### config.mk
export PLATFORM = sky130hd
export DESIGN_NAME = inst_predecode
export DESIGN_NICKNAME = d
export VERILOG_FILES = /design/src/source/bpu_pkg.sv /design/src/source/inst_predecode.sv
export SDC_FILE = /design/constraint.sdc
export NUM_CORES = 1
export LEC_CHECK = 0
export BUFFER_PORTS_ARGS = -buffer_cell sky130_fd_sc_hd__buf_2
export CAP_MARGIN = 20
export CORE_UTILIZATION = 31
export DETAILED_ROUTE_END_ITERATION = 8
export PLACE_DENSITY = 0.89
export SYNTH_ARGS = -nofsm -noshare
export SYNTH_HDL_FRONTEND = slang
export SYNTH_SLANG_ARGS = --single-unit
### constraint.sdc
create_clock -name vclk -period 2.7
set_clock_uncertainty 0.05 [all_clocks]
set_input_delay 0.135 -clock vclk [all_inputs]
set_output_delay 0.135 -clock vclk [all_outputs]
set_load 0.1 [all_outputs]
### src/source/bpu_pkg.sv
package bpu_pkg;

    // address and instruction width
    localparam int xlen_c = 32;

    typedef logic [xlen_c-1:0] addr_t;
    typedef logic [xlen_c-1:0] inst_t;

    // global history
    localparam int hist_len_c = 16;
    typedef logic [hist_len_c-1:0] hist_t;

    // bimodal table, indexed by pc[9:1]
    localparam int bim_entries_c = 512;
    typedef logic [$clog2(bim_entries_c)-1:0] bim_idx_t;

    // btb, indexed by pc[9:2], tagged by pc[31:10]
    localparam int btb_entries_c = 256;
    typedef logic [$clog2(btb_entries_c)-1:0] btb_idx_t;
    localparam int btb_tag_w_c = 22;
    typedef logic [btb_tag_w_c-1:0] btb_tag_t;

    // return stack, pointer one bit wider so a full count fits
    localparam int ras_depth_c = 32;
    typedef logic [$clog2(ras_depth_c):0] ras_ptr_t;

    // two-bit saturating counter
    typedef logic [1:0] ctr_t;
    localparam ctr_t ctr_weak_nt_c = 2'b01;

    typedef struct packed {
        logic     valid;
        btb_tag_t tag;
        addr_t    target;
    } btb_entry_t;

    localparam btb_entry_t btb_entry_empty_c = '{valid: 1'b0, tag: '0, target: '0};

    // rv32 opcodes of interest
    localparam logic [6:0] opc_branch_c = 7'b1100011;
    localparam logic [6:0] opc_jal_c    = 7'b1101111;
    localparam logic [6:0] opc_jalr_c   = 7'b1100111;

    // register numbers used by the return rule
    localparam logic [4:0] reg_zero_c = 5'd0;
    localparam logic [4:0] reg_ra_c   = 5'd1;  // x1
    localparam logic [4:0] reg_t0_c   = 5'd5;  // x5, alternate link

    typedef enum logic [2:0] {
        cls_none,
        cls_branch,
        cls_jal,
        cls_jalr,
        cls_ret
    } inst_class_t;

endpackage

### src/source/inst_predecode.sv
`timescale 1ns/10ps

module inst_predecode import bpu_pkg::*; (
    input  inst_t       inst_i,
    output inst_class_t class_o,
    output addr_t       b_offset_o,
    output addr_t       j_offset_o
);

    logic [6:0]  opcode;
    logic [4:0]  rd;
    logic [4:0]  rs1;
    logic [11:0] i_imm;
    logic        is_ret;

    assign opcode = inst_i[6:0];
    assign rd     = inst_i[11:7];
    assign rs1    = inst_i[19:15];
    assign i_imm  = inst_i[31:20];

    // strict return: jalr x0, 0(x1 or x5)
    assign is_ret = (rd == reg_zero_c)
                 && ((rs1 == reg_ra_c) || (rs1 == reg_t0_c))
                 && (i_imm == 12'd0);

    always_comb begin
        case (opcode)
            opc_branch_c: class_o = cls_branch;
            opc_jal_c:    class_o = cls_jal;
            opc_jalr_c:   class_o = is_ret ? cls_ret : cls_jalr;
            default:      class_o = cls_none;
        endcase
    end

    // b-type immediate, bit 0 always zero
    assign b_offset_o = {{20{inst_i[31]}},
                         inst_i[7],
                         inst_i[30:25],
                         inst_i[11:8],
                         1'b0};

    // j-type immediate
    assign j_offset_o = {{12{inst_i[31]}},
                         inst_i[19:12],
                         inst_i[20],
                         inst_i[30:21],
                         1'b0};

endmodule

==> metrics.csv <==
stage;metric;value;unit
outcome;outcome;completed;
route;dr.first_iter.drc_count;5;
layout;design.seq.count;0;
grt;grt_usage;7.91;%
sta;rsz0062_at_grt;no;
place;portBuffers;89;
layout;register_area;0;µm²
place;place_area;591;µm²
layout;final_cell_mix;89 x buf_2, 3 x nor4_1, 2 x conb_1;
layout;layout-drive-gt1-share;85.8;%
grt;antenna_found_initial;0;
route;first_pass_iters;2;
critical_path;crit_family;simple AND/OR/NAND/NOR gates;
synth;synth_cell_types;15;
die;die_w;45.6;µm
die;fp.dieArea;0.00208;mm²
sta;finalSetupViolations;0;
critical_path;critPathBufInv;2;
worst_hold_path;hold_path_class;in2out;
route;vias;514;
sta;fmax;0.594;GHz
clock_network;hold_buffers;0;
synth;synth_top_area_share;81.4;%
layout;fin_nets;140;
synth;yosysSeqAreaShare;0;%
synth;netlist_area;591;µm²
synth;yosysTopAreaCell;buf_4;
sta;hold_violations;0;
clock_network;post_cts_resized;0;
grt;grt_max_degree;34;
layout;diodes;0;
clock_network;post_cts_buffers;0;
critical_path;crit_path_end_kind;primary output;
critical_path;worstSetupPathType;in2out;
layout;final_area;591;µm²
power;p_leak;0.395;nW
power;powerDensity;723;mW/mm²
critical_path;critPathMaxFanout;2;
place;globalplace.congestion;0.705;
critical_path;cpMaxStageDelayCell;or4_4;
layout;n_clock_buffer;0;
synth;synth_area_per_cell;7.38;µm²
critical_path;crit_chain;buf_2 -> or4_4 -> nor3_2 -> and3b_1 -> buf_2;
synth;synth_warnings;0;
critical_path;cpPeakStageDelay;0.53;ns
critical_path;cp-start-kind;input port;
die;coreArea;0.00176;mm²
critical_path;critical_path_cell_count;5;
layout;final_common_cell;buf_2;
die;die_h;45.6;µm
critical_path;cpMostUsedCell;buf_2;
die;fp-row-count;15;
grt;grt_pass1_vias;338;
sta;fin_crit_sh;62.4;%
layout;area_growth_syn_to_layout;0;%
critical_path;worstPathRequired;2.52;ns
die;ios;99;
critical_path;arrival;1.50;ns
synth;syn_inst;80;
route;wirelength;1.04;mm
route;remaining_drc_errors;0;
route;drt-vias-per-instance;3.92;
route;wl_per_cell;7.94;µm
worst_hold_path;whs_path_depth;0;
sta;slew_viol_final;0;
power;ir_drop;0.410;mV
die;start_util;33.5;%
job;cap_viol_max_count;0;
synth;ys_top_cells_by_area;buf_4 81%, nor4_1 3.2%, or4_4 1.9%, and4b_1 1.7%, nor3_2 1.7%;
route;postRouteAntennaNets;0;
grt;overflow;0;
grt;grt_pass1_wl;1.28;mm
sta;finalSetupTns;0;ns
sta;fin_crit;1.68;ns
[power by group]
part | switching (mW) | leakage [nW] | internal (mW)
Clock | 0 | 0 | 0
Combinational | 0.381 | 0.395 | 0.0461
Sequential | 0 | 0 | 0
[logic make-up (layout without fill, tap and decap cells)]
family                 Yosys count  in the layout  share of synthesized area, %
other                            1              2                         0.635
AND/OR/NAND/NOR                 13             13                          16.1
AO/OA/AOI/OAI                    2              2                          1.91
buffers and inverters           64             89                          81.4
[synth_stat cells]
master / instances
and4b_1: 1
a31oi_1: 1
nor2_1: 1
nand3_1: 1
buf_4: 64
a21oi_1: 1
conb_1: 1
nand3b_1: 1
nand2b_1: 1
nor3_2: 1
and3b_1: 1
and4_1: 1
nor4_1: 3
or4_4: 1
nor3_1: 1
[final timing paths]
check	startpoint	end	slack, ns
setup / recovery	inst_i[8]	class_o[2]	1.02
hold / removal	inst_i[14]	j_offset_o[14]	0.22
[stage by stage]
| step | utilization, % | power [mW] | worst slack (ns) | hold WS (ns) | std cells |
|---|---|---|---|---|---|
| 6_report | 33.5 | 0.427 | 1.02 | 0.220 | 131 |
| 3_3_place_gp | 33.5 | 0.427 | 1.04 | 0.221 | 131 |
| 4_1_cts | 33.5 | 0.428 | 1.03 | 0.221 | 131 |
| 2_1_floorplan | - | 0.454 | 0.473 | 0.432 | 81 |
| 5_1_grt | 33.5 | 0.436 | 0.952 | 0.220 | 131 |
| 3_5_place_dp | 33.5 | 0.428 | 1.03 | 0.221 | 131 |
[metal layers]
metal	GRT usage [%]	wire length, µm
met4	0	0
met5	0	0
met3	0.397	169
met2	16.9	507
met1	8.71	363
[cell type report]
| type | count | area [µm²] |
|---|---|---|
| repair buffers | 89 | 445 |
| multi-input cells | 17 | 114 |
| well taps | 25 | 31.3 |
| fillers | 197 | 1170 |
No activity file was read; power rests on OpenSTA's default activity.
