===== src/source/bpu_pkg.sv =====
package bpu_pkg;

    // address and instruction width
    localparam int xlen_c = 32;

    typedef logic [xlen_c-1:0] addr_t;
    typedef logic [xlen_c-1:0] inst_t;

    // global history
    localparam int hist_len_c = 16;
    typedef logic [hist_len_c-1:0] hist_t;

    // bimodal table, indexed by pc[9:1]
    localparam int bim_entries_c = 512;
    typedef logic [$clog2(bim_entries_c)-1:0] bim_idx_t;

    // btb, indexed by pc[9:2], tagged by pc[31:10]
    localparam int btb_entries_c = 256;
    typedef logic [$clog2(btb_entries_c)-1:0] btb_idx_t;
    localparam int btb_tag_w_c = 22;
    typedef logic [btb_tag_w_c-1:0] btb_tag_t;

    // return stack, pointer one bit wider so a full count fits
    localparam int ras_depth_c = 32;
    typedef logic [$clog2(ras_depth_c):0] ras_ptr_t;

    // two-bit saturating counter
    typedef logic [1:0] ctr_t;
    localparam ctr_t ctr_weak_nt_c = 2'b01;

    typedef struct packed {
        logic     valid;
        btb_tag_t tag;
        addr_t    target;
    } btb_entry_t;

    localparam btb_entry_t btb_entry_empty_c = '{valid: 1'b0, tag: '0, target: '0};

    // rv32 opcodes of interest
    localparam logic [6:0] opc_branch_c = 7'b1100011;
    localparam logic [6:0] opc_jal_c    = 7'b1101111;
    localparam logic [6:0] opc_jalr_c   = 7'b1100111;

    // register numbers used by the return rule
    localparam logic [4:0] reg_zero_c = 5'd0;
    localparam logic [4:0] reg_ra_c   = 5'd1;  // x1
    localparam logic [4:0] reg_t0_c   = 5'd5;  // x5, alternate link

    typedef enum logic [2:0] {
        cls_none,
        cls_branch,
        cls_jal,
        cls_jalr,
        cls_ret
    } inst_class_t;

endpackage


===== src/source/target_select.sv =====
`timescale 1ns/10ps

module target_select import bpu_pkg::*; (
    input  addr_t       fetch_pc_i,
    input  inst_class_t class_i,
    input  addr_t       b_offset_i,
    input  addr_t       j_offset_i,
    input  logic        taken_i,
    input  logic        btb_hit_i,
    input  addr_t       btb_target_i,
    input  logic        ras_valid_i,
    input  addr_t       ras_top_i,
    output logic        branch_or_not_o,
    output addr_t       pdt_pc_o,
    output logic        pdt_res_o
);

    addr_t pc_plus4;

    assign pc_plus4 = fetch_pc_i + addr_t'(4);

    always_comb begin
        branch_or_not_o = 1'b0;
        pdt_res_o       = 1'b0;
        pdt_pc_o        = pc_plus4;  // fall through by default
        case (class_i)
            cls_ret: begin
                branch_or_not_o = 1'b1;
                pdt_res_o       = ras_valid_i;  // empty stack means no guess
                if (ras_valid_i) pdt_pc_o = ras_top_i;
            end
            cls_jal: begin
                branch_or_not_o = 1'b1;
                pdt_res_o       = 1'b1;
                pdt_pc_o        = btb_hit_i ? btb_target_i : fetch_pc_i + j_offset_i;
            end
            cls_branch: begin
                branch_or_not_o = 1'b1;
                pdt_res_o       = taken_i;
                if (taken_i) begin
                    pdt_pc_o = btb_hit_i ? btb_target_i : fetch_pc_i + b_offset_i;
                end
            end
            cls_jalr: begin
                // indirect target only known through the btb
                branch_or_not_o = 1'b1;
                pdt_res_o       = taken_i;
                if (btb_hit_i) pdt_pc_o = btb_target_i;
            end
            default: ;
        endcase
    end

endmodule


===== config.mk =====
export PLATFORM = sky130hd
export DESIGN_NAME = target_select
export DESIGN_NICKNAME = d
export VERILOG_FILES = /design/src/source/bpu_pkg.sv /design/src/source/target_select.sv
export SDC_FILE = /design/constraint.sdc
export NUM_CORES = 1
export LEC_CHECK = 0
export BUFFER_PORTS_ARGS = -buffer_cell sky130_fd_sc_hd__buf_2
export CAP_MARGIN = 10
export CORE_MARGIN = 2
export CORE_UTILIZATION = 48
export DETAILED_ROUTE_END_ITERATION = 7
export GPL_TIMING_DRIVEN = 0
export PLACE_DENSITY_LB_ADDON = 0.08
export RECOVER_POWER = 25
export SLEW_MARGIN = 20
export SYNTH_ARGS = -nofsm -noshare
export SYNTH_HDL_FRONTEND = slang
export SYNTH_SLANG_ARGS = --single-unit

===== constraint.sdc =====
create_clock -name vclk -period 4.28
set_clock_uncertainty 0.2 [all_clocks]
set_input_delay 1.07 -clock vclk [all_inputs]
set_output_delay 1.07 -clock vclk [all_outputs]
set_load 0.01 [all_outputs]

==> impl_metrics.tcl <==
set metrics [dict create \
    synth_cell_types 74 \
    synth_top_area_share 0.148 \
    worstMarginPinSlew_ns 1.04 \
    slew_violations 0 \
    seq_area_um2 0 \
    syn_avg_cell_area_um2 6.62 \
    synth_top_area_cell "ha_1" \
    layout-drive-gt1-share 0.403 \
    num-nets-final 1289 \
    placed_cells 1145 \
    core_um2 10800 \
    max-vdd-ir-drop_v 0.000114 \
    fin_crit_sh 1.16 \
    min_period_ns 4.98 \
    die_h_um 109 \
    cp-end-kind "primary output" \
    drt-pass1-iter-count 6 \
    fin_tns_setup_ns -12.26 \
    drc 0 \
    final-setup-viol-count 26 \
    track_usage 0.387 \
    synth_warnings 0 \
    antenna_found_initial 0 \
    final-instance-count-excl-fill 1196 \
    antenna_cells 0 \
    io_pins 200 \
    seq_cell_count 0 \
    grt_first_pass_wirelength_um 36200 \
    dieWidth_um 109 \
    power.static_leakage_nw 3.50 \
    whs_endpoint "pdt_pc_o[4]" \
    start_util 0.493 \
    worstSetupPathType "in2out" \
    place_hpwl_um 18200 \
    syn2layout_area_growth_pct 54.3 \
    rsz0062_at_grt "true" \
    powerDensity_nw_per_um2 160 \
    hp-start "ras_top_i[4]" \
    layout_setup_ws_ns -0.703 \
    final_hold_viol_count 0 \
    grt_max_degree 11 \
    total_power_mw 1.32 \
    fmax_mhz 201 \
    routed_wl_um 25700 \
    die-area_um2 12000 \
    worst_ep_arrival_time_ns 3.71 \
    syn-num-nets 1038 \
    rows 38 \
    fillCellCount 834 \
    cts_hold_buf 0 \
    place_congestion 0.985 \
    gr-total-overflow 0 \
    drt_iter0_markers 1100 \
    ys_seq_area_frac 0 \
    netlist_area_um2 5340 \
    yosysMostFrequentCell "nand2_1" \
    viasPerCell 6.65 \
    maxSlewHeadroom 0.296 \
    vias 7953 \
    max_cap_viol_count 0 \
    ys_top_cells_by_area "ha_1, a21oi_1, o21ai_0" \
    min-delay-path-class "in2out" \
    wl_per_cell_um 21.5 \
    holdPathStages 4 \
    syn_inst 807 \
    violations "setup timing" \
    cp_max_fo 7 \
    num-clock-buffers 0 \
    grt_pass1_vias 6903 \
    io_buffers 198 \
    synth_top_cells_by_count "nand2_1, a21oi_1, o21ai_0" \
    worstSetupStartpointType "primary input" \
    postRouteAntennaNets 0 \
    status "finished, violations left" \
    fin_util 0.760 \
    cp.required_ns 3.01 \
]
through the flow:
stage               area, um^2  worst slack (ns)  hold WS [ns]
global placement          6790            -0.971          2.24
CTS                       7850            -0.639          2.25
floorplan                 5630            -0.238          2.07
finish                    8240            -0.703          2.25
detailed placement        6790            -0.990          2.24
global route              8240            -0.761          2.26
worst max-delay path by stage:
stage,startpoint,endpoint,slack (ns),depth (start not counted)
global route,fetch_pc_i[0],pdt_pc_o[28],-0.76,14
floorplan,fetch_pc_i[0],pdt_pc_o[24],-0.24,12
CTS,fetch_pc_i[0],pdt_pc_o[24],-0.64,14
detailed placement,fetch_pc_i[3],pdt_pc_o[27],-0.99,12
global placement,fetch_pc_i[3],pdt_pc_o[27],-0.97,12
finish,fetch_pc_i[9],pdt_pc_o[28],-0.70,11
per-layer routing:
layer	up-vias	routed length, um	GRT usage
met2	570	11200	0.616
met5	-	0	0
met4	0	1090	0.0958
li1	3576	-	-
met3	103	2890	0.0522
met1	3704	10500	0.547
layout make-up:
type	instances	area [um^2]	share of cell area
Multi-Input combinational cell	742	6180	0.749
Timing Repair Buffer	258	1630	0.197
Tap cell	140	175	0.0213
Buffer	30	166	0.0202
Inverter	26	97.6	0.0118
where the power goes:
part,switching [mW],leakage [nW],internal [mW]
Sequential,0,0,0
Combinational,0.721,3.50,0.598
Clock,0,0,0
Total,0.721,3.50,0.598
placed cells by master (no fill, tap or decap), types with 22 or more instances in the layout:
cell type	instances
inv_1	22
buf_2	184
nand2_1	88
a21oi_1	61
xor2_1	35
buf_6	22
nor2_1	42
o21ai_1	23
o21ai_0	57
buf_4	47
ha_4	32
xnor2_1	33
ha_1	25
logic make-up after synthesis:
logic type / count (synthesis) / synth area share
xor+xnor: 79 / 0.130
compound gates: 339 / 0.427
fa+ha+maj: 65 / 0.155
mux: 7 / 0.0131
simple gates: 252 / 0.227
buf+inv: 65 / 0.0485
what timing repair did:
action,4_1_cts,5_1_grt
pin swaps,68,59
gates resized for setup,170,75
endpoints found under the setup margin,32,32
setup buffers,38,25
critical path, cell delays in order:
cell	delay [ns]
buf_4	0.16
ha_4	0.27
a21oi_1	0.31
o21ai_0	0.22
a41oi_4	0.30
o31ai_4	0.09
o41a_4	0.41
a31oi_4	0.19
mux2i_1	0.11
o41a_1	0.43
buf_2	0.15
(Power assumes the default switching activity.)
