<file path="src/source/bpu_pkg.sv">
package bpu_pkg;

    // address and instruction width
    localparam int xlen_c = 32;

    typedef logic [xlen_c-1:0] addr_t;
    typedef logic [xlen_c-1:0] inst_t;

    // global history
    localparam int hist_len_c = 16;
    typedef logic [hist_len_c-1:0] hist_t;

    // bimodal table, indexed by pc[9:1]
    localparam int bim_entries_c = 512;
    typedef logic [$clog2(bim_entries_c)-1:0] bim_idx_t;

    // btb, indexed by pc[9:2], tagged by pc[31:10]
    localparam int btb_entries_c = 256;
    typedef logic [$clog2(btb_entries_c)-1:0] btb_idx_t;
    localparam int btb_tag_w_c = 22;
    typedef logic [btb_tag_w_c-1:0] btb_tag_t;

    // return stack, pointer one bit wider so a full count fits
    localparam int ras_depth_c = 32;
    typedef logic [$clog2(ras_depth_c):0] ras_ptr_t;

    // two-bit saturating counter
    typedef logic [1:0] ctr_t;
    localparam ctr_t ctr_weak_nt_c = 2'b01;

    typedef struct packed {
        logic     valid;
        btb_tag_t tag;
        addr_t    target;
    } btb_entry_t;

    localparam btb_entry_t btb_entry_empty_c = '{valid: 1'b0, tag: '0, target: '0};

    // rv32 opcodes of interest
    localparam logic [6:0] opc_branch_c = 7'b1100011;
    localparam logic [6:0] opc_jal_c    = 7'b1101111;
    localparam logic [6:0] opc_jalr_c   = 7'b1100111;

    // register numbers used by the return rule
    localparam logic [4:0] reg_zero_c = 5'd0;
    localparam logic [4:0] reg_ra_c   = 5'd1;  // x1
    localparam logic [4:0] reg_t0_c   = 5'd5;  // x5, alternate link

    typedef enum logic [2:0] {
        cls_none,
        cls_branch,
        cls_jal,
        cls_jalr,
        cls_ret
    } inst_class_t;

endpackage

</file>
<file path="src/source/bpu_update_if.sv">
`timescale 1ns/10ps

// resolved-branch feedback from execute, single-cycle strobe, no handshake
interface bpu_update_if import bpu_pkg::*; ();

    logic        valid;   // one resolved control transfer this cycle
    logic        taken;
    addr_t       pc;
    addr_t       target;
    inst_class_t cls;     // class of the executed instruction

    modport source (
        output valid,
        output taken,
        output pc,
        output target,
        output cls
    );

    modport sink (
        input valid,
        input taken,
        input pc,
        input target,
        input cls
    );

endinterface

</file>
<file path="src/source/direction_predictor.sv">
`timescale 1ns/10ps

module direction_predictor import bpu_pkg::*; (
    input  logic       clk,
    input  logic       rst,
    input  addr_t      fetch_pc_i,
    output logic       taken_o,
    bpu_update_if.sink upd,
    output hist_t      history_o
);

    bim_idx_t fetch_idx;
    bim_idx_t upd_idx;
    ctr_t     fetch_ctr;
    ctr_t     upd_ctr;
    ctr_t     next_ctr;
    hist_t    hist_q;

    assign fetch_idx = fetch_pc_i[9:1];
    assign upd_idx   = upd.pc[9:1];

    // msb of the counter gives the direction
    assign taken_o = fetch_ctr[1];

    // saturating step toward the resolved outcome
    always_comb begin
        next_ctr = upd_ctr;
        if (upd.taken) begin
            if (upd_ctr != 2'b11) next_ctr = upd_ctr + 2'd1;
        end else begin
            if (upd_ctr != 2'b00) next_ctr = upd_ctr - 2'd1;
        end
    end

    pred_table #(.entry_t(ctr_t), .DEPTH(bim_entries_c), .RESET_ENTRY(ctr_weak_nt_c)) u_fetch_tab (
        .clk        (clk),
        .rst        (rst),
        .rd_idx_i   (fetch_idx),
        .rd_entry_o (fetch_ctr),
        .wr_en_i    (upd.valid),
        .wr_idx_i   (upd_idx),
        .wr_entry_i (next_ctr)
    );

    // mirror copy, read at the execute pc so the update never steals the fetch lookup
    pred_table #(.entry_t(ctr_t), .DEPTH(bim_entries_c), .RESET_ENTRY(ctr_weak_nt_c)) u_upd_tab (
        .clk        (clk),
        .rst        (rst),
        .rd_idx_i   (upd_idx),
        .rd_entry_o (upd_ctr),
        .wr_en_i    (upd.valid),
        .wr_idx_i   (upd_idx),
        .wr_entry_i (next_ctr)
    );

    always_ff @(posedge clk or posedge rst) begin
        if (rst) begin
            hist_q <= '0;
        end else if (upd.valid) begin
            hist_q <= {hist_q[hist_len_c-2:0], upd.taken};  // newest outcome at bit 0
        end
    end

    assign history_o = hist_q;

endmodule

</file>
<file path="src/source/pred_table.sv">
`timescale 1ns/10ps

// direct-mapped table, combinational read, clocked write
module pred_table #(
    parameter type    entry_t     = logic [1:0],
    parameter int     DEPTH       = 512,
    parameter entry_t RESET_ENTRY = '0
) (
    input  logic                     clk,
    input  logic                     rst,

    input  logic [$clog2(DEPTH)-1:0] rd_idx_i,
    output entry_t                   rd_entry_o,

    input  logic                     wr_en_i,
    input  logic [$clog2(DEPTH)-1:0] wr_idx_i,
    input  entry_t                   wr_entry_i
);

    entry_t mem [DEPTH];

    assign rd_entry_o = mem[rd_idx_i];

    // whole table returns to its reset entry
    always_ff @(posedge clk or posedge rst) begin
        if (rst) begin
            for (int i = 0; i < DEPTH; i++) begin
                mem[i] <= RESET_ENTRY;
            end
        end else if (wr_en_i) begin
            mem[wr_idx_i] <= wr_entry_i;
        end
    end

endmodule

</file>
<file path="src/flat_wrapper.sv">
// flat-port wrapper written by rule: the top's interface ports become plain ports
module direction_predictor_flat import bpu_pkg::*;
  (clk, rst, fetch_pc_i, taken_o, history_o, upd_valid, upd_taken, upd_pc, upd_target, upd_cls);
  bpu_update_if upd_i ();
  input  logic clk;
  input  logic rst;
  input  addr_t fetch_pc_i;
  output logic taken_o;
  output hist_t history_o;
  input wire logic [$bits(upd_i.valid)-1:0] upd_valid;
  input wire logic [$bits(upd_i.taken)-1:0] upd_taken;
  input wire logic [$bits(upd_i.pc)-1:0] upd_pc;
  input wire logic [$bits(upd_i.target)-1:0] upd_target;
  input wire logic [$bits(upd_i.cls)-1:0] upd_cls;
  assign upd_i.valid = upd_valid;
  assign upd_i.taken = upd_taken;
  assign upd_i.pc = upd_pc;
  assign upd_i.target = upd_target;
  assign upd_i.cls = upd_cls;
  direction_predictor u_core (.clk(clk), .rst(rst), .fetch_pc_i(fetch_pc_i), .taken_o(taken_o), .upd(upd_i), .history_o(history_o));
endmodule
</file>
<file path="config.mk">
export PLATFORM = sky130hd
export DESIGN_NAME = direction_predictor_flat
export DESIGN_NICKNAME = d
export VERILOG_FILES = /design/src/source/bpu_pkg.sv /design/src/source/bpu_update_if.sv /design/src/source/direction_predictor.sv /design/src/source/pred_table.sv /design/src/flat_wrapper.sv
export SDC_FILE = /design/constraint.sdc
export NUM_CORES = 2
export LEC_CHECK = 0
export ABC_AREA = 1
export BUFFER_PORTS_ARGS = -buffer_cell sky130_fd_sc_hd__buf_2
export CORE_MARGIN = 3
export CORE_UTILIZATION = 38
export CTS_CLUSTER_SIZE = 16
export DETAILED_ROUTE_END_ITERATION = 12
export GPL_ROUTABILITY_DRIVEN = 0
export PLACE_DENSITY = 0.61
export SYNTH_ARGS = -nofsm -noshare
export SYNTH_HDL_FRONTEND = slang
export SYNTH_SLANG_ARGS = --single-unit
</file>
<file path="constraint.sdc">
create_clock -name clk -period 31.8 [get_ports clk]
set_input_delay 1.59 -clock clk [delete_from_list [all_inputs] [get_ports clk]]
set_output_delay 1.59 -clock clk [all_outputs]
set_load 0.01 [all_outputs]
</file>
==> results.md <==
* Root Buffer: clkbuf_16
* First-pass GRT wire length at 364 mm
* NumNets Final at 9072
* Vias per std cell at around 5.6
* Final setup violation count at 0
* Area after DPL at between 60000 and 70000 um2
* Adder-cell share of the synthesized area at 0%
* Antenna violations before repair at 8
* Peak supply drop at 52.2 uV
* Die Span X at ~400 um
* WP buf/inv at 7
* Num rows at approximately 150
* Mux share of post-synthesis cell area at 0%
* Die ar. at roughly 160000 um2
* Routing usage on met1 at between 30% and 40%
* Pwr Total at 3130 uW
* CP top delay family: buffers and inverters
* CP required at ~32000 ps
* Num CTS Buffers at roughly 120
* CP peak stage delay at 990 ps
* Crit-path slowest cell: buf_4
* Post-Synthesis Cell Area at roughly 60000 um2
* Crit path launch type: input port
* # DRC at 0
* I/O pin count at 120
* Synth cell types at 23
* Post-Syn Instances at 9276
* Worst-Margin Slew at between 1000 and 1500 ps
* Final worst-path setup slack at 23020 ps
* Max-slew violations at 0
* Fin Setup TNS at 0 ps
* Final instance area at 65700 um2
* # hold bufs at CTS at 0
* Post-layout min period at between 8000 and 9000 ps
* Final Hold Viols at 0
* Initial Util at a little under two fifths
* Vias in the first global route at approximately 58000
* Met2 global-route usage at 43.9%
* Clock latency on the worst-skew pair at slightly below 800 ps
* Worst slack at placement at roughly 23000 ps
* Outcome: complete, no violations
* Core Region at 157000 um2
* Yosys reg bits at 1040
* CTS resizes at 0
* CP max FO at between 100 and 150
* CP Capture Type: flip-flop
* Clock Sinks at about 1000
* Slew HR at between 7 and 8%
* Max Freq at approximately 110 MHz
* Largest family of logic cells by synthesized area: simple AND/OR/NAND/NOR gates
* Area delta synth->final at 9.10%
* IO buf count at 38
* Worst min-delay path class: reg -> reg
* Post-Synth XOR/XNOR Area at 0%
* Synth warnings at 0
* Post CTS Setup Buffer Count at 0
* Post-Synth Simple-Gate Area at 43.4%
* Compound-Gate Fraction of Synth Area at under 10%
* Detailed placement HPWL at about 130 mm
* Total number of vias at 62253
* Met3 Use GR at just under 7%
* Drt wl/cell at 21.6 um
* Largest net degree at the start of global routing at about 200
* Power Dens Cells at between 40 and 50 nW/um2
* Synthesized area per cell at about 6.5 um2
* Syn nets at around 9400
* CP cell instances: buf_8 -> buf_4 -> buf_12 -> nand2_4 -> inv_6 -> buf_4 -> nand2_1 -> nand3_1 -> nand2_1 -> nand2_1 -> nor2_1 -> nor2_1 -> nor2_1 -> nand2_1 -> nand2_1 -> nand2_1 -> nor2_1 -> nand2_1 -> nand2_1 -> nand2_8 -> buf_4 -> buf_4 -> nand3_1 -> nand2_1
* Register area share after synthesis at 44.3%
* Post-route ant nets at 0
* Pleak at around 0.032 uW
* Clock-pin slew on the worst setup and hold paths at 60 ps
* RSZ-0062 raised after global routing: false
* Clock buffer depth at 3
* Grt ovf at 0
* Initial DRC Count at 8149
* Fin Hold WS at 465 ps
* GRT Max-Usage Layer: met2
* Overall routed net length at about 240 mm
* Worst Setup Path Type: in -> reg
* Die H at approximately 400 um
* DR pass1 iterations at 8
* Arr. time, crit path at ~9500 ps
* All-Layer GR Usage at 28.9%
* Final cycle utilization of the critical path at between 20 and 30%
* Layout Skew at 30.3 ps
* Critical path's most frequent cell: nand2_1
* CTS tree: yes
* Max Cap Viol at 0
* Layout cells sized above 1 at under 10%
* H-Tree Depth at 3
worst reg2reg max path, stage by stage, from the launching register on:
cell     delay [ps]
dfrtp_1         380
nand2_1          70
nand2_1         100
nand2_1          50
nand3_1         100
nand2_1          70
nand2_1          90
nor2_1           50
nor2_1           90
nor2_1          130
nand2_1         220
nand2_1          80
nand2_1         170
nor2_1          110
nand2_1          70
nand2_1         210
nand2_8         650
buf_4           880
buf_4          1130
nand3_1         220
nand2_1         120
cell families (layout without fill, tap and decap cells):
| group | after synthesis | in the layout |
|---|---|---|
| AO/OA/AOI/OAI | 498 | 498 |
| AND/OR/NAND/NOR | 6552 | 6552 |
| buffers and inverters | 1186 | 982 |
| other | 0 | 6 |
| flip-flops | 1040 | 1040 |
Yosys cell counts:
cell type | number | area, um2
nand2_1 | 4831 | 18100
nand2_2 | 1 | 6.26
clkinv_1 | 14 | 52.6
nor2_2 | 2 | 12.5
buf_6 | 4 | 45.0
buf_1 | 91 | 342
nand3_2 | 1 | 10.0
o21ai_0 | 285 | 1430
inv_2 | 6 | 22.5
o22ai_1 | 129 | 807
inv_1 | 600 | 2250
a21oi_1 | 40 | 200
o21ai_1 | 44 | 220
nand2_4 | 2 | 22.5
clkbuf_1 | 305 | 1140
buf_4 | 28 | 210
nand3_1 | 744 | 3720
dfstp_2 | 512 | 13500
buf_2 | 138 | 691
dfrtp_1 | 528 | 13200
nand4_1 | 23 | 144
nor3_1 | 401 | 2010
nor2_1 | 547 | 2050
through the flow:
stage                     instances  util (%)
after CTS                     11130      41.9
after floorplan                9276         -
after detailed placement      10906      39.3
final                         11136      41.9
after global routing          11130      41.9
after global placement        10906      39.3
flip-flops by register name, summed over array words and instances (netlist names):
| signal | count |
|---|---|
| u_core.history_o | 16 |
| u_core.u_upd_tab.mem | 1021 |
| u_core.u_fetch_tab.mem | 3 |
power by group:
group          internal (uW)  leakage (uW)  switching, uW  total (uW)
clock                    866       0.00204            600        1470
sequential              1360        0.0127           12.4        1370
combinational           49.3        0.0171            246         296
total                   2280        0.0318            858        3130
placed cells by master, fill, tap and decap left out, types with 8 or more instances in the layout:
cell       netlist  layout
nand2_1       4831    4831
nand3_1        744     744
inv_1          600     588
nor2_1         547     543
dfrtp_1        528     528
dfstp_2        512     512
nor3_1         401     401
o21ai_0        285     285
o22ai_1        129     129
clkbuf_16        0     121
buf_4           28      93
o21ai_1         44      44
a21oi_1         40      40
clkbuf_8         0      36
buf_2          138      33
clkbuf_1       305      28
clkinv_2         0      27
nand4_1         23      23
bufinv_16        0      11
inv_2            6      10
clkinv_1        14       8
buf_12           0       8
layer usage:
layer / part of all wire (%) / routed length (um) / vias to the layer above
met4: 5.8 / 13900 / 6
met5: 0.016 / 39 / -
met3: 12 / 27800 / 732
met2: 43 / 103000 / 3499
met1: 40 / 95800 / 29842
li1: - / - / 28174
area by class of cell:
| class | count | area, um2 |
|---|---|---|
| Clock buffer | 184 | 3610 |
| Clock inverter | 40 | 505 |
| Sequential cell | 1040 | 26700 |
| Timing Repair Buffer | 138 | 1080 |
| Fill cell | 15997 | 91100 |
| Inverter | 620 | 2380 |
| Multi-Input combinational cell | 7050 | 28800 |
| Tap cell | 2058 | 2570 |
| Antenna cell | 6 | 15.0 |
worst paths after layout:
kind / start / to / slack [ps] / cells past startpoint
max: upd_pc[1] / u_core.u_upd_tab.mem[345] / 23020 / 24
min: u_core.u_upd_tab.mem[980] / u_core.u_upd_tab.mem[980] / 460 / 2
max reg2reg: u_core.u_upd_tab.mem[171] / u_core.u_upd_tab.mem[345] / 26730 / 20
min reg2reg: u_core.u_upd_tab.mem[980] / u_core.u_upd_tab.mem[980] / 460 / 2
max in group asynchronous: rst / u_core.u_upd_tab.mem[163] / 27370 / 6
min in group asynchronous: rst / u_core.u_upd_tab.mem[857] / 990 / 2
Note: power is estimated with default switching activity, not from simulation.
