===== src/source/bpu_pkg.sv =====
package bpu_pkg;

    // address and instruction width
    localparam int xlen_c = 32;

    typedef logic [xlen_c-1:0] addr_t;
    typedef logic [xlen_c-1:0] inst_t;

    // global history
    localparam int hist_len_c = 16;
    typedef logic [hist_len_c-1:0] hist_t;

    // bimodal table, indexed by pc[9:1]
    localparam int bim_entries_c = 512;
    typedef logic [$clog2(bim_entries_c)-1:0] bim_idx_t;

    // btb, indexed by pc[9:2], tagged by pc[31:10]
    localparam int btb_entries_c = 256;
    typedef logic [$clog2(btb_entries_c)-1:0] btb_idx_t;
    localparam int btb_tag_w_c = 22;
    typedef logic [btb_tag_w_c-1:0] btb_tag_t;

    // return stack, pointer one bit wider so a full count fits
    localparam int ras_depth_c = 32;
    typedef logic [$clog2(ras_depth_c):0] ras_ptr_t;

    // two-bit saturating counter
    typedef logic [1:0] ctr_t;
    localparam ctr_t ctr_weak_nt_c = 2'b01;

    typedef struct packed {
        logic     valid;
        btb_tag_t tag;
        addr_t    target;
    } btb_entry_t;

    localparam btb_entry_t btb_entry_empty_c = '{valid: 1'b0, tag: '0, target: '0};

    // rv32 opcodes of interest
    localparam logic [6:0] opc_branch_c = 7'b1100011;
    localparam logic [6:0] opc_jal_c    = 7'b1101111;
    localparam logic [6:0] opc_jalr_c   = 7'b1100111;

    // register numbers used by the return rule
    localparam logic [4:0] reg_zero_c = 5'd0;
    localparam logic [4:0] reg_ra_c   = 5'd1;  // x1
    localparam logic [4:0] reg_t0_c   = 5'd5;  // x5, alternate link

    typedef enum logic [2:0] {
        cls_none,
        cls_branch,
        cls_jal,
        cls_jalr,
        cls_ret
    } inst_class_t;

endpackage


===== src/source/bpu_update_if.sv =====
`timescale 1ns/10ps

// resolved-branch feedback from execute, single-cycle strobe, no handshake
interface bpu_update_if import bpu_pkg::*; ();

    logic        valid;   // one resolved control transfer this cycle
    logic        taken;
    addr_t       pc;
    addr_t       target;
    inst_class_t cls;     // class of the executed instruction

    modport source (
        output valid,
        output taken,
        output pc,
        output target,
        output cls
    );

    modport sink (
        input valid,
        input taken,
        input pc,
        input target,
        input cls
    );

endinterface


===== src/source/return_stack.sv =====
`timescale 1ns/10ps

module return_stack import bpu_pkg::*; (
    input  logic       clk,
    input  logic       rst,
    input  logic       push_valid_i,
    input  addr_t      push_data_i,
    input  logic       stall_i,
    bpu_update_if.sink upd,
    output logic       top_valid_o,
    output addr_t      top_o
);

    localparam int ptr_lo_w = $clog2(ras_depth_c);

    addr_t    stack_mem [ras_depth_c];
    ras_ptr_t sp_q;        // number of live entries
    ras_ptr_t top_ptr;
    ras_ptr_t sp_pop;
    logic     push_req;
    logic     pop_en;
    logic     push_en;

    assign push_req = push_valid_i && !stall_i;

    // pop on an executed return
    assign pop_en = upd.valid && upd.taken && (upd.cls == cls_ret)
                 && (sp_q != '0) && !stall_i;

    assign sp_pop  = pop_en ? sp_q - 1'b1 : sp_q;
    assign push_en = push_req && (sp_pop < ras_ptr_t'(ras_depth_c));  // full stack drops it

    assign top_ptr = sp_q - 1'b1;

    // same-cycle push wins over the stored top
    always_comb begin
        top_valid_o = 1'b0;
        top_o       = '0;
        if (push_req) begin
            top_valid_o = 1'b1;
            top_o       = push_data_i;
        end else if (sp_q != '0) begin
            top_valid_o = 1'b1;
            top_o       = stack_mem[top_ptr[ptr_lo_w-1:0]];
        end
    end

    always_ff @(posedge clk or posedge rst) begin
        if (rst) begin
            sp_q <= '0;
        end else begin
            sp_q <= push_en ? sp_pop + 1'b1 : sp_pop;
        end
    end

    // push lands on the slot freed by a same-cycle pop
    always_ff @(posedge clk) begin
        if (push_en) begin
            stack_mem[sp_pop[ptr_lo_w-1:0]] <= push_data_i;
        end
    end

endmodule


===== src/flat_wrapper.sv =====
// flat-port wrapper written by rule: the top's interface ports become plain ports
module return_stack_flat import bpu_pkg::*;
  (clk, rst, push_valid_i, push_data_i, stall_i, top_valid_o, top_o, upd_valid, upd_taken, upd_pc, upd_target, upd_cls);
  bpu_update_if upd_i ();
  input  logic clk;
  input  logic rst;
  input  logic push_valid_i;
  input  addr_t push_data_i;
  input  logic stall_i;
  output logic top_valid_o;
  output addr_t top_o;
  input wire logic [$bits(upd_i.valid)-1:0] upd_valid;
  input wire logic [$bits(upd_i.taken)-1:0] upd_taken;
  input wire logic [$bits(upd_i.pc)-1:0] upd_pc;
  input wire logic [$bits(upd_i.target)-1:0] upd_target;
  input wire logic [$bits(upd_i.cls)-1:0] upd_cls;
  assign upd_i.valid = upd_valid;
  assign upd_i.taken = upd_taken;
  assign upd_i.pc = upd_pc;
  assign upd_i.target = upd_target;
  assign upd_i.cls = upd_cls;
  return_stack u_core (.clk(clk), .rst(rst), .push_valid_i(push_valid_i), .push_data_i(push_data_i), .stall_i(stall_i), .upd(upd_i), .top_valid_o(top_valid_o), .top_o(top_o));
endmodule

===== config.mk =====
export PLATFORM = sky130hd
export DESIGN_NAME = return_stack_flat
export DESIGN_NICKNAME = d
export VERILOG_FILES = /design/src/source/bpu_pkg.sv /design/src/source/bpu_update_if.sv /design/src/source/return_stack.sv /design/src/flat_wrapper.sv
export SDC_FILE = /design/constraint.sdc
export NUM_CORES = 1
export LEC_CHECK = 0
export BUFFER_PORTS_ARGS = -buffer_cell sky130_fd_sc_hd__buf_2
export CORE_MARGIN = 10
export CORE_UTILIZATION = 49
export DETAILED_ROUTE_END_ITERATION = 8
export PLACE_DENSITY_LB_ADDON = 0.2
export SLEW_MARGIN = 20
export SYNTH_ARGS = -nofsm -noshare
export SYNTH_HDL_FRONTEND = slang
export SYNTH_SLANG_ARGS = --single-unit

===== constraint.sdc =====
create_clock -name clk -period 8.24 [get_ports clk]
set_input_delay 1.648 -clock clk [delete_from_list [all_inputs] [get_ports clk]]
set_output_delay 1.648 -clock clk [all_outputs]
set_load 0.02 [all_outputs]

==> metrics.yaml, run 1 <==
slowest_stage: "dfrtp_4"
synth_fp_nets: 1958
grt_busiest_layer: "met2"
cts_buffers: 101
required_ns: 6.59
postCtsSetupBuffers: 0
grt_util_met3_pct: 3.00
fin_setup_tns_ns: 0
htreeDepth: 3
crit_fanout: 100
nNetsFinal: 2085
hold_end: "u_core.sp_q[5]"
outcome: "finished clean"
firstDrtPassIters: 6
peakVddDrop_uv: 422
skew_ns: 0.0217
synth-edff-count: 1024
critical_path_class: "flip-flop to output pin"
clock_latency_ns: 0.65
avgRoutedWirePerCell_um: 30.2
slew_headroom_pct: 32.9
leakage_uw: 0.0142
ctsResizeCount: 0
ys_types: 51
cts_buffer_depth: 3
setup_viol: 0
r2r_slack_ns: 2.97
crit_cells: 9
area_growth_syn_to_layout_pct: 13.7
cts_hold_buf: 0
grt_use_total_pct: 20.1
syn-mean-instance-area_um2: 21.5
yosys-top-cells-count: "1024 x edfxtp_1, 256 x mux4_2, 117 x nand2_1"
synth_area_leaders: "edfxtp_1 77%, mux4_2 14%, a22oi_1 1.2%"
clkSinkCount: 1030
synth_seq_area_share_pct: 77.7
max_freq_ghz: 0.153
ctsRootBufferMaster: "clkbuf_16"
async_flop_share_pct: 0.583
mappedNetlistArea_um2: 39800
grt_use_met2_pct: 33.1
cp-start-kind: "flip-flop"
antenna_left: 0
drv_cap: 0
r2r-end: "u_core.stack_mem[0][23]"
die_w_um: 305
fin_crit_ns: 6.53
dp_hpwl_um: 49200
die_area_um2: 93000
maxSlewViolCount: 0
crit_family: "buffers and inverters"
max_stage_delay_ns: 0.72
totalPowerFinal_uw: 16400
placed_cell_area_um2: 41800
wl_um: 94300
yosysTopAreaCell: "edfxtp_1"
holdCritPathClass: "flip-flop to flip-flop"
routed_via_density: 6.12
cp-end-kind: "output pin"
synth_most_common_cell: "edfxtp_1"
grt_pass1_wl_um: 138000
synth_top_area_share_pct: 77.3
use_met1_pct: 27.1
cp_cell_sequence: "buf_12, nor2_1, xor2_1, o22ai_4, buf_4, a22oi_1, a21oi_1, or3_1, buf_2"
gp_congestion: 0.763
die_y_um: 305
io_pins: 138
antenna_found_initial: 4
final_area_um2: 45200
min_path_cells: 2
power_density_nw_per_um2: 362
grt_start_max_net_pins: 108
timing.final.crit_share_pct: 79.2
portBuffers: 73
synth_flop_cell: "edfxtp_1"
fill_cells: 5917
vias: 19125
start_util_pct: 49.4
path_clk_slew_ns: 0.06
r2r_cells: 9
rr_startpoint: "u_core.sp_q[0]"
synthCells: 1848
cts_tree: "built"
critPathBufInv: 3
core_area_um2: 80500
rsz0062_at_grt: "false"
min_from: "u_core.sp_q[5]"
worst_pin_slew_ns: 1.00
grt.overflow.total: 0
drcViolationCount: 0
drive_gt1_share_pct: 28.5
rows: 104
arrival_ns: 4.88
synth_seq_cells: 1030
grt_pass1_vias: 19780
yosys_warnings: 0
postLayoutCoreUtil_pct: 56.2
drt_iter0_markers: 2060
hold_viol: 0
-- registers in the layout, summed over array words and instances, names as in the netlist --
name              cells
u_core.stack_mem   1024
u_core.sp_q           6
-- stage by stage --
step | hold WS [ns] | std cells | setup slack [ns]
after floorplan | 0.683 | 1848 | 2.14
after global routing | 0.834 | 3122 | 1.42
after CTS | 0.779 | 3122 | 1.63
final | 0.792 | 3125 | 1.71
after global placement | 0.746 | 2931 | 2.35
after detailed placement | 0.764 | 2932 | 2.33
-- worst register-to-register path: stages, from the launching register on --
cell and delay [ns]:
dfrtp_4 0.72, inv_2 0.11, ha_4 0.76, buf_4 0.68, o21ai_0 0.35, inv_1 0.14, ha_1 0.16, nand2_1 0.45
nor2_4 0.98, buf_4 0.53
-- worst max path at each step --
stage	startpoint	slack, ns	to
final	u_core.sp_q[0]	1.71	top_o[19]
after global routing	u_core.sp_q[0]	1.42	top_o[19]
after CTS	u_core.sp_q[0]	1.63	top_o[19]
after detailed placement	u_core.sp_q[0]	2.33	top_o[19]
after global placement	u_core.sp_q[0]	2.35	top_o[19]
after floorplan	upd_cls[1]	2.14	u_core.stack_mem[11][0]
-- layout make-up --
class / count / area (um2) / share of cell area (%)
multi-input combinational: 710 / 8760 / 19.4
tap: 1060 / 1330 / 2.93
inverter: 8 / 30.0 / 0.0664
antenna: 3 / 7.51 / 0.0166
clock buffer: 124 / 2710 / 5.99
timing repair buffer: 124 / 806 / 1.78
sequential: 1030 / 30900 / 68.3
clock inverter: 66 / 687 / 1.52
-- power by group --
group / switching [uW] / leakage, uW / internal [uW]
sequential: 99.4 / 0.00928 / 5920
clock: 1920 / 0.00165 / 2750
combinational: 3300 / 0.00330 / 2400
-- routing by layer --
metal,vias up,share of wire [%]
li1,8001,-
met1,10282,40
met2,680,50
met3,158,6.7
met4,4,3.2
met5,-,0.025
-- placed cells by master (no fill, tap or decap), types with 37 or more instances in the layout --
cell,netlist,routed
mux4_2,256,256
nand2_1,117,115
o21ai_0,37,37
a22oi_1,64,64
buf_2,27,73
clkbuf_16,0,104
buf_4,0,45
edfxtp_1,1024,1024
a21oi_1,68,68
-- cell families after synthesis --
group                    share of synthesized area, %
multiplexers                                     15.4
AO/OA/AOI/OAI                                    2.85
buffers and inverters                            1.16
adder cells (fa/ha/maj)                         0.157
AND/OR/NAND/NOR                                  2.61
flip-flops                                       77.7
XOR/XNOR                                        0.173
(Power assumes the default switching activity.)
==> inputs of run 2 (changes only) <==
Clock period 8.24 ns to 6.65 ns, I/O delays scaled along.
==> metrics.yaml, run 2 (same netlist as run 1, synthesis figures left out) <==
outcome: "finished clean"  # unchanged
cts_buffer_depth: 3  # unchanged
timing.final.crit_share_pct: 87.0
grt_pass1_wl_um: 137000  # was 138000 um
clock_latency_ns: 0.65  # about the same
peakVddDrop_uv: 371  # was 422 uV
required_ns: 5.32  # was 6.59 ns
firstDrtPassIters: 5  # was 6
final_cells: 3112  # was 3125
drv_cap: 0  # unchanged
rows: 104  # unchanged
htreeDepth: 3  # unchanged
nNetsFinal: 2086  # was 2085
cp-start-kind: "flip-flop"  # unchanged
cts_tree: "built"  # unchanged
max_freq_ghz: 0.173
area_growth_syn_to_layout_pct: 12.9  # was 13.7%
avgRoutedWirePerCell_um: 29.9  # was 30.2 um
fill_cells: 5982  # was 5917
antenna_found_initial: 3  # was 4
final_area_um2: 44900  # was 45200 um2
portBuffers: 73  # unchanged
die_y_um: 305  # unchanged
maxSlewViolCount: 0  # unchanged
n_antenna_cell: 0  # was 3
ctsResizeCount: 0  # unchanged
crit_fanout: 49  # was 100
wl_um: 93100  # was 94300 um
clkSinkCount: 1030  # unchanged
core_area_um2: 80500  # unchanged
io_pins: 138  # unchanged
arrival_ns: 4.46  # was 4.88 ns
holdCritPathClass: "primary input to async pin"  # was flip-flop to flip-flop
placed_cell_area_um2: 41900  # was 41800 um2
power_density_nw_per_um2: 440  # was 362 nW/um2
worst_pin_slew_ns: 1.12  # was 1.00 ns
cp-end-kind: "output pin"  # unchanged
grt_pass1_vias: 19782  # was 19780
antenna_left: 0  # unchanged
cts_hold_buf: 0  # unchanged
fin_crit_ns: 5.79
gp_congestion: 0.762  # was 0.763
fin_setup_tns_ns: 0  # unchanged
hold_viol: 0  # unchanged
layout_commonest_cell: "edfxtp_1"  # unchanged
skew_ns: 0.0179  # was 0.0217 ns
drt_iter0_markers: 1840  # was 2060
drcViolationCount: 0  # unchanged
routed_via_density: 6.12  # about the same
leakage_uw: 0.0141  # was 0.0142 uW
vias: 19031  # was 19125
cts_buffers: 100  # was 101
ctsRootBufferMaster: "clkbuf_16"  # unchanged
setup_viol: 0  # unchanged
rsz0062_at_grt: "false"  # unchanged
grt_start_max_net_pins: 106  # was 108
grt.overflow.total: 0  # unchanged
largest_reg_flops: 1024  # unchanged
postCtsSetupBuffers: 0  # unchanged
slew_headroom_pct: 24.7  # was 32.9%
placed_cells: 2934  # was 2932
layout_common_cells: "1024 x edfxtp_1, 256 x mux4_2, 115 x nand2_1"  # unchanged
critical_path_class: "flip-flop to output pin"  # unchanged
path_clk_slew_ns: 0.06  # about the same
grt_use_total_pct: 20.0  # was 20.1%
dp_hpwl_um: 51300  # was 49200 um
die_area_um2: 93000  # unchanged
start_util_pct: 49.4  # unchanged
die_w_um: 305  # unchanged
drive_gt1_share_pct: 27.2  # was 28.5%
-- run 2: cell count changes in the layout (fill, tap and decap cells not counted), moves of 2 or more --
cell and delta:
buf_6 -2, buf_12 +6, clkbuf_1 +3, bufinv_16 -9
buf_4 -2, clkinv_1 +17, diode_2 -3, clkinvlp_4 -7
clkinv_2 -11, clkbuf_16 -2, clkbuf_8 -3
-- run 2: report_power, final --
part / switching [uW] / total, uW / leakage (uW) / internal, uW
Clock: 2310 / 5260 / 0.00146 / 2950
Sequential: 131 / 7470 / 0.00928 / 7340
Combinational: 4030 / 7050 / 0.00333 / 3020
-- run 2: final cells by class --
type | instances | area, um2 | area share, %
Sequential cell | 1030 | 30900 | 68.8
Multi-Input combinational cell | 710 | 8760 | 19.5
Clock buffer | 122 | 2630 | 5.85
Tap cell | 1060 | 1330 | 2.95
Timing Repair Buffer | 126 | 888 | 1.98
Clock inverter | 56 | 373 | 0.830
Inverter | 8 | 30.0 | 0.0669
-- run 2: worst paths after layout --
path	slack (ns)	end	cells after the start	startpoint
setup reg to reg	1.69	u_core.stack_mem[31][3]	13	u_core.sp_q[0]
max in group asynchronous	5.82	u_core.sp_q[0]	2	rst
hold / removal	0.59	u_core.sp_q[0]	2	rst
setup / recovery	0.86	top_o[13]	8	u_core.sp_q[0]
hold reg to reg	0.79	u_core.sp_q[5]	2	u_core.sp_q[5]
min in group clk	0.79	u_core.sp_q[5]	2	u_core.sp_q[5]
-- run 2: layer usage --
metal	vias up	part of all wire, %	global-route usage, %
met4	0	2.4	5.92
met1	10254	41	27.3
met5	-	0	0
met2	660	50	33.2
li1	7980	-	-
met3	137	6.2	2.86
-- run 2: worst max-delay path, stage by stage, from the launching register on --
cell and delay [ns]:
dfrtp_4 0.78, inv_2 0.12, ha_4 0.83, buf_4 0.56, mux4_2 0.38, a22oi_1 0.30, a21oi_1 0.15, or3_1 0.43
buf_2 0.18
-- run 2: per-stage QoR --
stage / total power [uW] / hold slack [ns] / setup WS (ns) / util, %
global placement: 14700 / 0.733 / 1.45 / 52.0
global route: 20700 / 0.607 / 0.624 / 55.8
finish: 19800 / 0.594 / 0.864 / 55.8
floorplan: 12500 / 0.683 / 0.653 / -
CTS: 20000 / 0.568 / 0.726 / 55.8
detailed placement: 14800 / 0.742 / 1.43 / 52.0
==> inputs of run 3 (changes only) <==
==> constraint.sdc (replaced) <==
create_clock -name clk -period 6.65 [get_ports clk]
set_input_delay 1.33 -clock clk [delete_from_list [all_inputs] [get_ports clk]]
set_output_delay 1.33 -clock clk [all_outputs]
set_load 0.005 [all_outputs]
==> metrics.yaml, run 3 (same netlist as run 1, synthesis figures left out) <==
outcome: "finished clean"  # unchanged
cts_buffers: 100  # unchanged
drv_cap: 0  # unchanged
layout_commonest_cell: "edfxtp_1"  # unchanged
seq_power_share_pct: 37.8  # about the same
die_y_um: 305  # unchanged
preCtsSetupSlack_ns: 1.40  # was 1.43 ns
rows: 104  # unchanged
hold_viol: 0  # unchanged
path_clk_slew_ns: 0.06  # about the same
worst_pin_slew_ns: 1.03  # was 1.12 ns
slew_headroom_pct: 31.1  # was 24.7%
wl_um: 92600  # was 93100 um
ctsRootBufferMaster: "clkbuf_16"  # unchanged
p_clk_share_pct: 27.4  # was 26.6%
drcViolationCount: 0  # unchanged
maxSlewViolCount: 0  # unchanged
r2r-end: "u_core.stack_mem[15][12]"  # was u_core.stack_mem[31][3]
grt_start_max_net_pins: 122  # was 106
io_pins: 138  # unchanged
required_ns: 5.32  # about the same
setup_viol: 0  # unchanged
peakVddDrop_uv: 424  # was 371 uV
fin_setup_tns_ns: 0  # unchanged
cp-start-kind: "flip-flop"  # unchanged
antenna_left: 0  # unchanged
rr_startpoint: "u_core.sp_q[0]"  # unchanged
cts_tree: "built"  # unchanged
start_util_pct: 49.4  # unchanged
cts_hold_buf: 0  # unchanged
gp_congestion: 0.782  # was 0.762
layout_common_cells: "1024 x edfxtp_1, 256 x mux4_2, 115 x nand2_1"  # unchanged
vias: 19082  # was 19031
antenna_found_initial: 3  # unchanged
dp_hpwl_um: 50000  # was 51300 um
p_comb_share_pct: 34.8  # was 35.6%
r2r_slack_ns: 1.91  # was 1.69 ns
die_area_um2: 93000  # unchanged
power_density_nw_per_um2: 436  # was 440 nW/um2
drt_iter0_markers: 2101  # was 1840
portBuffers: 73  # unchanged
p_int_uw: 13400  # was 13300 uW
leakage_uw: 0.0142  # was 0.0141 uW
rsz0062_at_grt: "false"  # unchanged
fin_ws_ns: 0.748  # was 0.864 ns
max_freq_ghz: 0.169  # was 0.173 GHz
core_area_um2: 80500  # unchanged
grt_pass1_wl_um: 135000  # was 137000 um
largest_reg_flops: 1024  # unchanged
switchingPower_uw: 6230  # was 6480 uW
grt.overflow.total: 0  # unchanged
postCtsSetupBuffers: 0  # unchanged
r2r_cells: 13  # unchanged
fill_cells: 5930  # was 5982
die_w_um: 305  # unchanged
area_growth_syn_to_layout_pct: 13.2  # was 12.9%
ctsResizeCount: 0  # unchanged
routed_via_density: 6.11  # was 6.12
nNetsFinal: 2091  # was 2086
cts_buffer_depth: 3  # unchanged
critical_path_class: "flip-flop to output pin"  # unchanged
drive_gt1_share_pct: 27.7  # was 27.2%
arrival_ns: 4.57  # was 4.46 ns
swShare_pct: 31.7  # was 32.7%
skew_ns: 0.0178  # was 0.0179 ns
firstDrtPassIters: 5  # unchanged
htreeDepth: 3  # unchanged
cp-end-kind: "output pin"  # unchanged
clkSinkCount: 1030  # unchanged
fin_crit_ns: 5.90  # was 5.79 ns
grt_pass1_vias: 19461  # was 19782
holdCritPathClass: "primary input to async pin"  # unchanged
grt_use_total_pct: 19.7  # was 20.0%
clock_latency_ns: 0.65  # about the same
timing.final.crit_share_pct: 88.8  # was 87.0%
avgRoutedWirePerCell_um: 29.6  # was 29.9 um
crit_fanout: 85  # was 49
[run 3: cell count changes in the layout (fill, tap and decap cells not counted), moves of 2 or more]
| cell | delta |
|---|---|
| buf_4 | +8 |
| clkinv_2 | +6 |
| clkinv_1 | -5 |
| buf_12 | -4 |
| bufinv_16 | +2 |
| diode_2 | +2 |
| inv_6 | -2 |
[run 3: per-layer routing]
metal	GRT usage, %	up-vias	part of all wire (%)
li1	-	8004	-
met1	26.5	10290	40
met2	33.3	674	51
met3	2.76	114	6.1
met4	5.59	0	2.1
met5	0	-	0
[run 3: cell type report]
type / count / area [um2] / share of cell area, %
Timing Repair Buffer: 131 / 896 / 1.99
Clock inverter: 59 / 454 / 1.01
Sequential cell: 1030 / 30900 / 68.6
Clock buffer: 124 / 2660 / 5.90
Multi-Input combinational cell: 710 / 8770 / 19.5
Antenna cell: 2 / 5.00 / 0.0111
Inverter: 8 / 30.0 / 0.0667
Tap cell: 1060 / 1330 / 2.94
[run 3: power groups by stage]
stage	clock network, uW	logic (uW)	registers [uW]
floorplan	0	4680	7520
global placement	0	6900	7550
detailed placement	0	6940	7560
CTS	5490	6970	7430
global route	5730	7340	7440
finish	5380	6850	7430
[run 3: worst max path at each step]
stage,from,end,slack (ns),depth (start not counted)
floorplan,u_core.sp_q[0],u_core.stack_mem[11][0],0.65,15
global placement,u_core.sp_q[0],top_o[21],1.44,7
detailed placement,stall_i,u_core.stack_mem[15][10],1.40,11
CTS,u_core.sp_q[0],top_o[21],0.73,7
global route,u_core.sp_q[0],top_o[2],0.45,8
finish,u_core.sp_q[0],top_o[2],0.75,8
[run 3: critical path: stages, from the launching register on]
cell	delay [ns]
dfrtp_4	0.45
buf_12	0.28
buf_16	0.48
buf_4	0.85
mux4_2	0.60
a22oi_1	0.21
a21oi_1	0.09
or3_1	0.54
buf_2	0.21
[run 3: metrics by stage]
| stage | power (uW) | cells | hold slack (ns) | instance area [um2] | util (%) |
|---|---|---|---|---|---|
| 2_1_floorplan | 12200 | 1848 | 0.683 | 39800 | - |
| 3_5_place_dp | 14500 | 2938 | 0.761 | 41900 | 52.0 |
| 6_report | 19700 | 3124 | 0.602 | 45000 | 55.9 |
| 3_3_place_gp | 14500 | 2938 | 0.747 | 41900 | 52.0 |
| 4_1_cts | 19900 | 3121 | 0.576 | 45000 | 55.9 |
| 5_1_grt | 20500 | 3122 | 0.615 | 45000 | 55.9 |
